### config.mk
export PLATFORM = sky130hd
export DESIGN_NAME = coolgirl_cart
export DESIGN_NICKNAME = d
export VERILOG_FILES = /design/src/mapper_pkg.sv /design/src/coolgirl_cart.sv /design/src/address_translator.sv /design/src/vrc4_irq_timer.sv /design/src/mapper_bank_regs.sv /design/src/cart_config_regs.sv
export VERILOG_INCLUDE_DIRS = /design/src /design/src/src
export SDC_FILE = /design/constraint.sdc
export NUM_CORES = 1
export LEC_CHECK = 0
export ABC_AREA = 1
export BUFFER_PORTS_ARGS = -buffer_cell sky130_fd_sc_hd__clkbuf_2
export CELL_PAD_IN_SITES_DETAIL_PLACEMENT = 0
export CELL_PAD_IN_SITES_GLOBAL_PLACEMENT = 1
export CORE_ASPECT_RATIO = 1.2
export CORE_MARGIN = 2
export CORE_UTILIZATION = 46
export DETAILED_ROUTE_END_ITERATION = 10
export PLACE_DENSITY_LB_ADDON = 0.3
export SETUP_SLACK_MARGIN = 0.5
export SKIP_LAST_GASP = 1
export SYNTH_ARGS = -nofsm -noshare
export SYNTH_HDL_FRONTEND = slang
export SYNTH_HIERARCHICAL = 1
export SYNTH_SLANG_ARGS = --single-unit
### constraint.sdc
create_clock -name m2 -period 2.5 [get_ports m2]
set_input_delay 0.375 -clock m2 [delete_from_list [all_inputs] [get_ports m2]]
set_output_delay 0.375 -clock m2 [all_outputs]
set_load 0.02 [all_outputs]
### src/mapper_params.svh
`ifndef CART_PARAMS_SVH
`define CART_PARAMS_SVH

// Mapper numbers, $5xx6 bits 4:0
`define MAP_UXROM         5'b00001
`define MAP_CNROM         5'b00010
`define MAP_AXROM         5'b01000
`define MAP_MMC3          5'b10100
`define MAP_VRC           5'b11000

// Config window $5000-$5FFF
`define CFG_WINDOW        3'b101
`define CFG_IDX_W         3
`define CFG_BASE_HI       3'd0      // A26-A22
`define CFG_BASE_LO       3'd1      // A21-A14
`define CFG_MASK          3'd2      // PRG mask A18-A14
`define CFG_CHR_MASK      3'd4      // CHR mask A17-A13
`define CFG_SRAM          3'd5      // SRAM page
`define CFG_MAPPER        3'd6      // Flags and mapper number
`define CFG_MISC          3'd7      // Lockout, mirroring, enables

// Field widths
`define CPU_BASE_W        13
`define CPU_MASK_W        5
`define CHR_MASK_W        5
`define PRG_MAP_W         6
`define CHR_MAP_W         8

// Fixed PRG banks
`define PRG_LAST_16K      5'b11111
`define MMC3_SECOND_LAST  6'b111110
`define MMC3_LAST         6'b111111

// VRC4 IRQ register indices and prescaler periods
`define VRC_IRQ_LATCH_LO  5'b11100
`define VRC_IRQ_LATCH_HI  5'b11101
`define VRC_IRQ_CTRL      5'b11110
`define VRC_IRQ_ACK       5'b11111
`define VRC_PRESC_LONG    7'd114
`define VRC_PRESC_SHORT   7'd113

`endif
### src/mapper_pkg.sv
`default_nettype none

package mapper_pkg;

	// Nametable arrangement, values match $5xx7 bits 4:3
	typedef enum logic [1:0] {
		MIR_VERTICAL   = 2'b00, // CIRAM A10 from PPU A10
		MIR_HORIZONTAL = 2'b01, // CIRAM A10 from PPU A11
		MIR_SINGLE_A   = 2'b10, // Always page A
		MIR_SINGLE_B   = 2'b11  // Always page B
	} mirroring_e;

	typedef logic [4:0] mapper_code_t; // Mapper number

	// CHR bank register, MMC3 loads it whole, VRC by nibble
	typedef union packed {
		logic [7:0] num; // Whole bank number
		struct packed {
			logic [3:0] hi; // VRC high nibble
			logic [3:0] lo; // VRC low nibble
		} nib;
	} chr_bank_u;

	// VRC register index from A14-A12 and the two ORed address lines.
	// Boards differ in which CPU lines reach the chip, so swap picks the order.
	function automatic logic [4:0] vrc_index(input logic [14:0] addr, input logic swap);
		logic line_hi;
		logic line_lo;
		line_hi = addr[1] | addr[3] | addr[5] | addr[7]; // Odd lines
		line_lo = addr[0] | addr[2] | addr[4] | addr[6]; // Even lines
		return swap ? {addr[14:12], line_lo, line_hi} : {addr[14:12], line_hi, line_lo};
	endfunction

endpackage

`default_nettype wire

### src/coolgirl_cart.sv
`default_nettype none

`include "mapper_params.svh"

module coolgirl_cart
	import mapper_pkg::*;
(
	input  wire         m2,
	input  wire         ppu_addr_in,     // Reset, active high
	input  wire         romsel,
	input  wire         cpu_rw,
	input  wire  [14:0] cpu_addr,
	input  wire  [7:0]  cpu_data,
	input  wire         ppu_rd,
	input  wire         ppu_wr,
	input  wire  [13:0] ppu_addr,
	output wire  [13:0] cpu_addr_out,    // A26-A13
	output wire         flash_we,
	output wire         flash_oe,
	output wire         sram_ce,
	output wire         sram_we,
	output wire         sram_oe,
	output wire  [7:0]  ppu_addr_out,    // A17-A10
	output wire         ppu_rd_out,
	output wire         ppu_wr_out,
	output wire         ppu_ciram_a10,
	output wire         irq              // Active low
);

	wire [`CPU_BASE_W-1:0] cpu_base;
	wire [`CPU_MASK_W-1:0] cpu_mask;
	wire [`CHR_MASK_W-1:0] chr_mask;
	wire [1:0]             sram_page;
	wire mapper_code_t     mapper;
	wire [2:0]             flags;
	wire                   sram_enabled;
	wire                   prg_write_enabled;
	wire                   chr_write_enabled;
	wire mirroring_e       mirroring;
	wire                   mir_wr;
	wire mirroring_e       mir_val;
	wire chr_bank_u [7:0]  chr_bank;
	wire [`PRG_MAP_W-1:0]  prg_bank0;
	wire [`PRG_MAP_W-1:0]  prg_bank1;
	wire                   mmc3_prg_mode;
	wire                   mmc3_chr_mode;

	cart_config_regs cfg0 (
		.m2, .ppu_addr_in, .romsel, .cpu_rw, .cpu_addr, .cpu_data, .mir_wr, .mir_val,
		.cpu_base, .cpu_mask, .chr_mask, .sram_page, .mapper, .flags,
		.sram_enabled, .prg_write_enabled, .chr_write_enabled, .mirroring
	);

	mapper_bank_regs banks0 (
		.m2, .ppu_addr_in, .romsel, .cpu_rw, .cpu_addr, .cpu_data, .mapper, .flags,
		.chr_bank, .prg_bank0, .prg_bank1, .mmc3_prg_mode, .mmc3_chr_mode,
		.mir_wr, .mir_val
	);

	vrc4_irq_timer irq0 (
		.m2, .ppu_addr_in, .romsel, .cpu_rw, .cpu_addr, .cpu_data, .mapper, .flags,
		.irq_n (irq)
	);

	address_translator xlat0 (
		.m2, .romsel, .cpu_rw, .cpu_addr, .ppu_rd, .ppu_wr, .ppu_addr,
		.cpu_base, .cpu_mask, .chr_mask, .sram_page, .mapper, .flags,
		.sram_enabled, .prg_write_enabled, .chr_write_enabled, .mirroring,
		.chr_bank, .prg_bank0, .prg_bank1, .mmc3_prg_mode, .mmc3_chr_mode,
		.cpu_addr_out, .flash_we, .flash_oe, .sram_ce, .sram_we, .sram_oe,
		.ppu_addr_out, .ppu_rd_out, .ppu_wr_out, .ppu_ciram_a10
	);

endmodule

`default_nettype wire

### src/address_translator.sv
`default_nettype none

`include "mapper_params.svh"

module address_translator
	import mapper_pkg::*;
(
	input  wire                    m2,
	input  wire                    romsel,
	input  wire                    cpu_rw,
	input  wire  [14:0]            cpu_addr,
	input  wire                    ppu_rd,
	input  wire                    ppu_wr,
	input  wire  [13:0]            ppu_addr,
	input  wire  [`CPU_BASE_W-1:0] cpu_base,
	input  wire  [`CPU_MASK_W-1:0] cpu_mask,
	input  wire  [`CHR_MASK_W-1:0] chr_mask,
	input  wire  [1:0]             sram_page,
	input  wire  mapper_code_t     mapper,
	input  wire  [2:0]             flags,
	input  wire                    sram_enabled,
	input  wire                    prg_write_enabled,
	input  wire                    chr_write_enabled,
	input  wire  mirroring_e       mirroring,
	input  wire  chr_bank_u [7:0]  chr_bank,
	input  wire  [`PRG_MAP_W-1:0]  prg_bank0,
	input  wire  [`PRG_MAP_W-1:0]  prg_bank1,
	input  wire                    mmc3_prg_mode,
	input  wire                    mmc3_chr_mode,
	output logic [13:0]            cpu_addr_out,   // A26-A13
	output logic                   flash_we,
	output logic                   flash_oe,
	output logic                   sram_ce,
	output logic                   sram_we,
	output logic                   sram_oe,
	output logic [7:0]             ppu_addr_out,   // A17-A10
	output logic                   ppu_rd_out,
	output logic                   ppu_wr_out,
	output logic                   ppu_ciram_a10
);

	logic [`PRG_MAP_W-1:0] prg_map;   // Mapped A18-A13
	logic [`CHR_MAP_W-1:0] chr_map;   // Mapped A17-A10
	chr_bank_u             chr_sel;   // 1 KB bank under the current PPU fetch

	assign chr_sel = chr_bank[ppu_addr[12:10]];

	always_comb
	begin
		prg_map = {4'b1111, cpu_addr[14:13]};          // Last 32 KB
		chr_map = {5'b00000, ppu_addr[12:10]};
		if (!mapper[4])                               // Simple mappers
		begin
			if (!mapper[3])
				prg_map = {cpu_addr[14] ? `PRG_LAST_16K : prg_bank0[4:0], cpu_addr[13]};
			else
				prg_map = {prg_bank0[3:0], cpu_addr[14:13]}; // 32 KB, AxROM
			chr_map = {chr_bank[0].num[4:0], ppu_addr[12:10]};
		end
		else if (mapper == `MAP_MMC3)
		begin
			case ({cpu_addr[14:13], mmc3_prg_mode})
				3'b000, 3'b101: prg_map = prg_bank0;          // R6
				3'b001, 3'b100: prg_map = `MMC3_SECOND_LAST;
				3'b010, 3'b011: prg_map = prg_bank1;          // R7 at $A000
				default:        prg_map = `MMC3_LAST;
			endcase
			if (ppu_addr[12] == mmc3_chr_mode)
				chr_map = {chr_bank[{2'b00, ppu_addr[11]}].num[7:1], ppu_addr[10]}; // 2 KB
			else
				chr_map = chr_bank[{1'b0, ppu_addr[11:10]} + 3'd2].num;           // 1 KB
		end
		else if (mapper == `MAP_VRC)
		begin
			if (cpu_addr[14])
				prg_map = {`PRG_LAST_16K, cpu_addr[13]};
			else
				prg_map = {1'b0, cpu_addr[13] ? prg_bank1[4:0] : prg_bank0[4:0]};
			chr_map = flags[1] ? {1'b0, chr_sel.num[7:1]} : chr_sel.num;       // VRC2a halves
		end
	end

	always_comb
	begin
		case (mirroring)
			MIR_VERTICAL:   ppu_ciram_a10 = ppu_addr[10];
			MIR_HORIZONTAL: ppu_ciram_a10 = ppu_addr[11];
			default:        ppu_ciram_a10 = mirroring[0];  // Single screen A or B
		endcase
	end

	assign cpu_addr_out = !romsel ?
		{cpu_base | {{(`CPU_BASE_W - `CPU_MASK_W){1'b0}}, prg_map[5:1] & ~cpu_mask}, prg_map[0]} :
		{12'd0, sram_page};                             // SRAM window
	assign ppu_addr_out = {chr_map[7:3] & ~chr_mask, chr_map[2:0]};

	assign flash_we   = cpu_rw | romsel | ~prg_write_enabled;
	assign flash_oe   = ~cpu_rw | romsel;
	assign sram_ce    = ~(cpu_addr[14] & cpu_addr[13] & m2 & romsel & sram_enabled); // $6000
	assign sram_we    = cpu_rw;
	assign sram_oe    = ~cpu_rw;
	assign ppu_rd_out = ppu_rd | ppu_addr[13];         // Nametables stay in CIRAM
	assign ppu_wr_out = ppu_wr | ppu_addr[13] | ~chr_write_enabled;

endmodule

`default_nettype wire

### src/vrc4_irq_timer.sv
`default_nettype none

`include "mapper_params.svh"

module vrc4_irq_timer
	import mapper_pkg::*;
(
	input  wire                m2,
	input  wire                ppu_addr_in,   // Reset, active high
	input  wire                romsel,
	input  wire                cpu_rw,
	input  wire  [14:0]        cpu_addr,
	input  wire  [7:0]         cpu_data,
	input  wire  mapper_code_t mapper,
	input  wire  [2:0]         flags,
	output logic               irq_n
);

	logic [7:0] latch;        // Reload value L
	logic [7:0] counter;
	logic       irq_mode;     // M, 1 counts CPU cycles
	logic       irq_en;       // E
	logic       irq_en_ack;   // A, copied to E on acknowledge
	logic [6:0] presc;
	logic [1:0] phase;        // Scanline 0, 1, 2 of the 114/114/113 pattern
	logic [6:0] presc_nxt;
	logic       presc_tick;   // One scanline elapsed
	logic       step;         // Counter advances at this edge
	logic       vrc_wr;
	logic [4:0] vrc_idx;

	assign vrc_wr     = !cpu_rw && !romsel && (mapper == `MAP_VRC);
	assign vrc_idx    = vrc_index(cpu_addr, flags[0]);
	assign presc_nxt  = presc + 7'd1;
	assign presc_tick = presc_nxt == (phase[1] ? `VRC_PRESC_SHORT : `VRC_PRESC_LONG);
	assign step       = irq_mode || presc_tick;

	always_ff @(posedge m2 or posedge ppu_addr_in)
	begin
		if (ppu_addr_in)
		begin
			latch      <= 8'd0;
			counter    <= 8'd0;
			irq_mode   <= 1'b0;
			irq_en     <= 1'b0;
			irq_en_ack <= 1'b0;
			presc      <= 7'd0;
			phase      <= 2'd0;
			irq_n      <= 1'b1;
		end
		else
		begin
			if (vrc_wr && (vrc_idx == `VRC_IRQ_LATCH_LO))
				latch[3:0] <= cpu_data[3:0];
			if (vrc_wr && (vrc_idx == `VRC_IRQ_LATCH_HI))
				latch[7:4] <= cpu_data[3:0];

			if (vrc_wr && (vrc_idx == `VRC_IRQ_CTRL))
			begin
				irq_n <= 1'b1;                                     // Control also acks
				{irq_mode, irq_en, irq_en_ack} <= cpu_data[2:0];
				if (cpu_data[1])
				begin
					counter <= latch;                              // Restart from L
					presc   <= 7'd0;
					phase   <= 2'd0;
				end
			end
			else if (vrc_wr && (vrc_idx == `VRC_IRQ_ACK))
			begin
				irq_n  <= 1'b1;
				irq_en <= irq_en_ack;
			end
			else if ((mapper == `MAP_VRC) && irq_en)
			begin
				if (!irq_mode)
				begin
					presc <= presc_tick ? 7'd0 : presc_nxt;
					if (presc_tick)
						phase <= phase[1] ? 2'd0 : phase + 2'd1;
				end
				if (step)
				begin
					if (counter == 8'hFF)
					begin
						irq_n   <= 1'b0;                           // Overflow
						counter <= latch;
					end
					else
						counter <= counter + 8'd1;
				end
			end
		end
	end

	// Scanline prescaler stays within one long scanline
	a_presc_bound: assert property (
		@(posedge m2) disable iff (ppu_addr_in)
		presc <= `VRC_PRESC_LONG
	);

endmodule

`default_nettype wire

### src/mapper_bank_regs.sv
`default_nettype none

`include "mapper_params.svh"

module mapper_bank_regs
	import mapper_pkg::*;
(
	input  wire                      m2,
	input  wire                      ppu_addr_in,     // Reset, active high
	input  wire                      romsel,
	input  wire                      cpu_rw,
	input  wire  [14:0]              cpu_addr,
	input  wire  [7:0]               cpu_data,
	input  wire  mapper_code_t       mapper,
	input  wire  [2:0]               flags,
	output chr_bank_u [7:0]          chr_bank,        // R0-R7 style CHR banks
	output logic [`PRG_MAP_W-1:0]    prg_bank0,
	output logic [`PRG_MAP_W-1:0]    prg_bank1,
	output logic                     mmc3_prg_mode,   // Swaps $8000 and $C000
	output logic                     mmc3_chr_mode,   // Swaps CHR halves
	output logic                     mir_wr,
	output mirroring_e               mir_val
);

	logic       rom_wr;        // CPU write to $8000-$FFFF
	logic [2:0] bank_sel;      // MMC3 bank select
	logic [4:0] vrc_idx;
	logic [4:0] vrc_chr;       // CHR nibble slot, $B000 is slot 0
	logic       vrc_chr_hit;

	assign rom_wr      = !cpu_rw && !romsel;
	assign vrc_idx     = vrc_index(cpu_addr, flags[0]);
	assign vrc_chr     = vrc_idx - 5'd12;
	assign vrc_chr_hit = (vrc_idx >= 5'd12) && (vrc_idx <= 5'd27);

	// Mirroring lives in the config bank, hand it the write
	always_comb
	begin
		mir_wr  = 1'b0;
		mir_val = MIR_VERTICAL;
		if (rom_wr)
		begin
			case (mapper)
				`MAP_AXROM:
				begin
					mir_wr  = 1'b1;
					mir_val = mirroring_e'({1'b1, cpu_data[4]});       // Single screen
				end
				`MAP_MMC3:
				begin
					mir_wr  = (cpu_addr[14:13] == 2'b01) && !cpu_addr[0]; // $A000 even
					mir_val = mirroring_e'({1'b0, cpu_data[0]});
				end
				`MAP_VRC:
				begin
					mir_wr  = (vrc_idx[4:2] == 3'b001);                 // $9000 group
					mir_val = mirroring_e'(cpu_data[1:0]);
				end
				default: ;
			endcase
		end
	end

	// MMC3 bank select and modes
	always_ff @(posedge m2 or posedge ppu_addr_in)
	begin
		if (ppu_addr_in)
		begin
			bank_sel      <= 3'd0;
			mmc3_prg_mode <= 1'b0;
			mmc3_chr_mode <= 1'b0;
		end
		else if (rom_wr && (mapper == `MAP_MMC3) && (cpu_addr[14:13] == 2'b00) && !cpu_addr[0])
		begin
			mmc3_chr_mode <= cpu_data[7];
			mmc3_prg_mode <= cpu_data[6];
			bank_sel      <= cpu_data[2:0];
		end
	end

	// Bank numbers
	always_ff @(posedge m2)
	begin
		if (rom_wr)
		begin
			case (mapper)
				`MAP_UXROM: prg_bank0       <= cpu_data[5:0];
				`MAP_CNROM: chr_bank[0].num <= cpu_data;           // 8 KB CHR
				`MAP_AXROM: prg_bank0       <= {1'b0, cpu_data[4:0]};
				`MAP_MMC3:
				begin
					if ((cpu_addr[14:13] == 2'b00) && cpu_addr[0])  // $8001 odd
					begin
						case (bank_sel)
							3'd6:    prg_bank0              <= cpu_data[5:0];
							3'd7:    prg_bank1              <= cpu_data[5:0];
							default: chr_bank[bank_sel].num <= cpu_data; // R0-R5
						endcase
					end
				end
				`MAP_VRC:
				begin
					if (vrc_idx[4:2] == 3'b000)
						prg_bank0 <= {1'b0, cpu_data[4:0]};            // $8000 group
					if (vrc_idx[4:2] == 3'b010)
						prg_bank1 <= {1'b0, cpu_data[4:0]};            // $A000 group
					if (vrc_chr_hit)
					begin
						if (vrc_chr[0])
							chr_bank[vrc_chr[3:1]].nib.hi <= cpu_data[3:0];
						else
							chr_bank[vrc_chr[3:1]].nib.lo <= cpu_data[3:0];
					end
				end
				default: ;
			endcase
		end
	end

endmodule

`default_nettype wire

### src/cart_config_regs.sv
`default_nettype none

`include "mapper_params.svh"

module cart_config_regs
	import mapper_pkg::*;
(
	input  wire                       m2,
	input  wire                       ppu_addr_in,      // Reset, active high
	input  wire                       romsel,
	input  wire                       cpu_rw,
	input  wire  [14:0]               cpu_addr,
	input  wire  [7:0]                cpu_data,
	input  wire                       mir_wr,           // Mirroring write from mapper logic
	input  wire  mirroring_e          mir_val,
	output logic [`CPU_BASE_W-1:0]    cpu_base,         // A26-A14
	output logic [`CPU_MASK_W-1:0]    cpu_mask,         // A18-A14
	output logic [`CHR_MASK_W-1:0]    chr_mask,         // A17-A13
	output logic [1:0]                sram_page,
	output mapper_code_t              mapper,
	output logic [2:0]                flags,
	output logic                      sram_enabled,
	output logic                      prg_write_enabled,
	output logic                      chr_write_enabled,
	output mirroring_e                mirroring
);

	logic                  lockout;  // Freezes the $5xxx slots
	logic                  cfg_wr;   // Write to an open config slot
	logic [`CFG_IDX_W-1:0] cfg_idx;

	assign cfg_idx = cpu_addr[`CFG_IDX_W-1:0];
	assign cfg_wr  = !cpu_rw && romsel && (cpu_addr[14:12] == `CFG_WINDOW) && !lockout;

	always_ff @(posedge m2 or posedge ppu_addr_in)
	begin
		if (ppu_addr_in)
		begin
			cpu_base          <= '0;
			cpu_mask          <= '0;
			chr_mask          <= '0;
			sram_page         <= '0;
			mapper            <= '0;   // NROM
			flags             <= '0;
			sram_enabled      <= 1'b0;
			prg_write_enabled <= 1'b0;
			chr_write_enabled <= 1'b0;
			mirroring         <= MIR_VERTICAL;
			lockout           <= 1'b0;
		end
		else if (cfg_wr)
		begin
			case (cfg_idx)
				`CFG_BASE_HI:  cpu_base[12:8]   <= cpu_data[4:0];
				`CFG_BASE_LO:  cpu_base[7:0]    <= cpu_data;
				`CFG_MASK:     cpu_mask         <= cpu_data[4:0];
				`CFG_CHR_MASK: chr_mask         <= cpu_data[4:0];
				`CFG_SRAM:     sram_page        <= cpu_data[1:0];
				`CFG_MAPPER:   {flags, mapper}  <= cpu_data;
				`CFG_MISC:
				begin
					lockout   <= cpu_data[7];                   // Sticky until reset
					mirroring <= mirroring_e'(cpu_data[4:3]);
					{prg_write_enabled, chr_write_enabled, sram_enabled} <= cpu_data[2:0];
				end
				default: ;                                      // Slot 3 unused
			endcase
		end
		else if (mir_wr)
			mirroring <= mir_val;                               // Mapper owned update
	end

	// A locked cartridge keeps its mapper no matter what the CPU writes
	a_lockout_holds_mapper: assert property (
		@(posedge m2) disable iff (ppu_addr_in)
		lockout |=> $stable(mapper)
	);

endmodule

`default_nettype wire

==> run metrics <==
Die Span X=roughly 140 µm; arrival time of the worst setup path=approximately 2.1 ns; die area=22220 µm²; net count after synthesis=between 1000 and 1500; global-route met2 utilization=45.43%; average footprint of a synthesized cell=around 7.7 µm²; clock period minus worst slack=2.496 ns; PD cells=approximately 530 nW/µm²; drt initial violations=922; Yosys warnings=6; clock latency on the worst-skew pair=0.55 ns; global-route wire length before repair=47270 µm; number of antenna violations at the first check in global routing=0; cell type of the slowest stage on the worst timing path=sky130_fd_sc_hd__dfrtp_2; I/O pins=74; cell-by-cell trace of the critical path=nor2_4 -> inv_4 -> nor2_4 -> buf_6 -> nand2_2 -> inv_2 -> buf_4 -> nand3_2 -> nand3_2 -> a21oi_2 -> buf_4; number of port buffers=59; DRC violations left=0; largest net degree at the start of global routing=39; Worst Setup Start Kind=flop; via count=9335; starting utilization of the core area=46.47%; detail-routed via count per cell=5.586; final-layout worst hold slack=0.1702 ns; Initial DRT Pass Iterations=6; cell area after layout=~12000 µm²; cell leakage power=5.344 nW; global routing met1 resource utilization=a little under two fifths; diode count=0; number of hold-slack violations in the final timing report=0; switching portion of total power=between 20% and 30%; WL final=31490 µm; Power Internal=0.004540 W; largest driver fanout on the critical path=4; sequential share of power=41.4%; clock skew after layout=roughly 0.0096 ns; CTS tree=built; endpoint with the worst hold slack=irq0/latch[3]; Synth Cell Area=a little under 10000 µm²; Die Height=around 160 µm; residual antenna-violating net count after detailed routing=0; startpoint-to-endpoint class of the critical path=reg -> out; PnR worst setup slack=about 0.0036 ns; number of cells produced by synthesis=1260; Final Power=~0.0064 W; Post-Place Worst Slack=0.2193 ns; achievable clock frequency=400.6 MHz; ratio of cells with drive above 1 in the final layout=28.12%; transition at the pin with the smallest max-transition slack=0.5142 ns; Bufs and invs on worst path=5; path category of the worst min-delay check=in -> reg; R2R Setup Slk=between 0.3 and 0.4 ns; global route hottest layer=met2; cell count of the worst reg-to-reg path=11; clock power share=44.3%; headroom to the max-slew limit=65.67%; maximum VDD drop=between 500 and 600 µV; aggregate global-route resource usage=roughly 28%; ratio of final minimum period to clock period=99.85%; FF-to-FF Start=cfg0/mapper[4]; category of cells accounting for the largest share of critical-path delay=buffers and inverters; number of failing setup endpoints in the final timing report=0; unrepaired setup endpoints after global routing=yes; Clock Pin Slew Worst Setup and Hold Paths=0.07 ns; floorplan core area=around 21000 µm²; worst flop-to-flop path endpoint=banks0/chr_bank[24]; met3 Track Usage GR=under 10%; category of the worst setup path capture point=primary output; slowest cell delay on critical path=approximately 0.43 ns; switching power total=0.001874 W; estimated wirelength of the detail-placed design=~22000 µm; WL per Instance=18.84 µm; post-detailed-placement cell area=10350 µm²; CP Data Required Time=2.12 ns; GRT overflow=0; combinational share of power=approximately 14%; Area growth, synth to finish=25.62%; number of slew-limit violations in the final report=0; number of global-route vias before repair=8433; count of maximum capacitance violations=0; status=completed; number of stages on the worst hold path=3; number of standard-cell rows in the floorplan=58; last weighted congestion value of the routability-driven placer=around 0.89; number of fill cells in the layout=1899; final-stage net count=1433; start point of the worst hold path=cpu_data[3]
[flip-flops by register name, indices dropped and copies added (netlist names), 2 cells and up]
register and cells:
cfg0/mirroring 2, irq0/phase 2, cfg0/flags 2, banks0/bank_sel 3
cfg0/mapper 5, banks0/chr_bank 64, irq0/presc 7, cfg0/cpu_mask 5
banks0/prg_bank0 6, banks0/prg_bank1 6, irq0/latch 8, cfg0/sram_page 2
cfg0/cpu_base 13, cfg0/chr_mask 5, irq0/counter 8
[how the worst max path moves through the flow]
stage	startpoint	endpoint	slack [ns]	depth (start not counted)
2_1_floorplan	cfg0/mapper[3]	banks0/chr_bank[0]	0.53	7
3_3_place_gp	cfg0/mapper[4]	irq0/counter[0]	0.24	11
3_5_place_dp	cfg0/mapper[4]	irq0/counter[7]	0.22	11
4_1_cts	cfg0/mapper[3]	ppu_addr_out[4]	0.06	9
5_1_grt	cfg0/mapper[1]	cpu_addr_out[1]	-0.07	12
6_report	cfg0/mapper[1]	cpu_addr_out[5]	0.004	11
[timing repair]
item / CTS / global route
setup endpoints to repair: 103 / 133
hold endpoints to repair: 49 / 0
gates cloned: 2 / 1
buffers inserted: 30 / 18
resized for setup: 99 / 103
hold buffers: 1 / 0
pin swaps: 29 / 47
[tightest hold or removal path: stages]
cell                       delay, ns
sky130_fd_sc_hd__clkbuf_2       0.15
sky130_fd_sc_hd__inv_1          0.08
sky130_fd_sc_hd__o21ai_0        0.08
[power groups by stage]
stage          Combinational, W  Sequential (W)   Clock [W]
5_1_grt                0.000986         0.00266     0.00298
3_3_place_gp           0.000749         0.00271  0.00000431
2_1_floorplan          0.000494         0.00269  0.00000407
4_1_cts                0.000861         0.00265     0.00284
3_5_place_dp           0.000754         0.00271  0.00000431
6_report               0.000917         0.00265     0.00284
[per-stage QoR]
stage          util, %  instances  TNS [ns]
4_1_cts          56.01       1652         0
6_report         58.38       1671         0
3_5_place_dp     49.69       1584         0
2_1_floorplan        -       1260         0
5_1_grt          58.38       1671   -0.2543
3_3_place_gp     49.69       1584         0
[placed cells by master, fill, tap and decap left out, types with 10 or more instances in the layout]
cell type / count
sky130_fd_sc_hd__o22ai_1: 11
sky130_fd_sc_hd__nor2_4: 21
sky130_fd_sc_hd__nand3_1: 131
sky130_fd_sc_hd__o32ai_1: 14
sky130_fd_sc_hd__nor2_1: 59
sky130_fd_sc_hd__nand4_1: 20
sky130_fd_sc_hd__clkbuf_2: 44
sky130_fd_sc_hd__dfrtp_1: 66
sky130_fd_sc_hd__o21ai_2: 28
sky130_fd_sc_hd__buf_4: 67
sky130_fd_sc_hd__nand3_2: 18
sky130_fd_sc_hd__inv_1: 115
sky130_fd_sc_hd__o21ai_1: 50
sky130_fd_sc_hd__edfxtp_1: 76
sky130_fd_sc_hd__o21ai_0: 55
sky130_fd_sc_hd__nor3_4: 12
sky130_fd_sc_hd__clkbuf_16: 20
sky130_fd_sc_hd__nand2_1: 358
sky130_fd_sc_hd__nand2_2: 38
sky130_fd_sc_hd__a21oi_1: 21
sky130_fd_sc_hd__buf_6: 25
sky130_fd_sc_hd__inv_6: 10
sky130_fd_sc_hd__nand3_4: 10
sky130_fd_sc_hd__inv_2: 13
[area by class of cell]
type                            count  area, µm²  area share (%)
Inverter                          140      563.0           4.631
Timing Repair Buffer              154       1314           10.80
Tap cell                          270      337.8           2.778
Multi-Input combinational cell    923       5191           42.69
Clock inverter                     14      142.6           1.173
Sequential cell                   148       4091           33.65
Clock buffer                       22      519.2           4.270
[layer usage]
metal | vias up | share of wire [%]
li1 | 4484 | -
met1 | 4418 | 41
met2 | 381 | 48
met3 | 52 | 7.7
met4 | 0 | 2.6
met5 | - | 0
(Power assumes the default switching activity.)
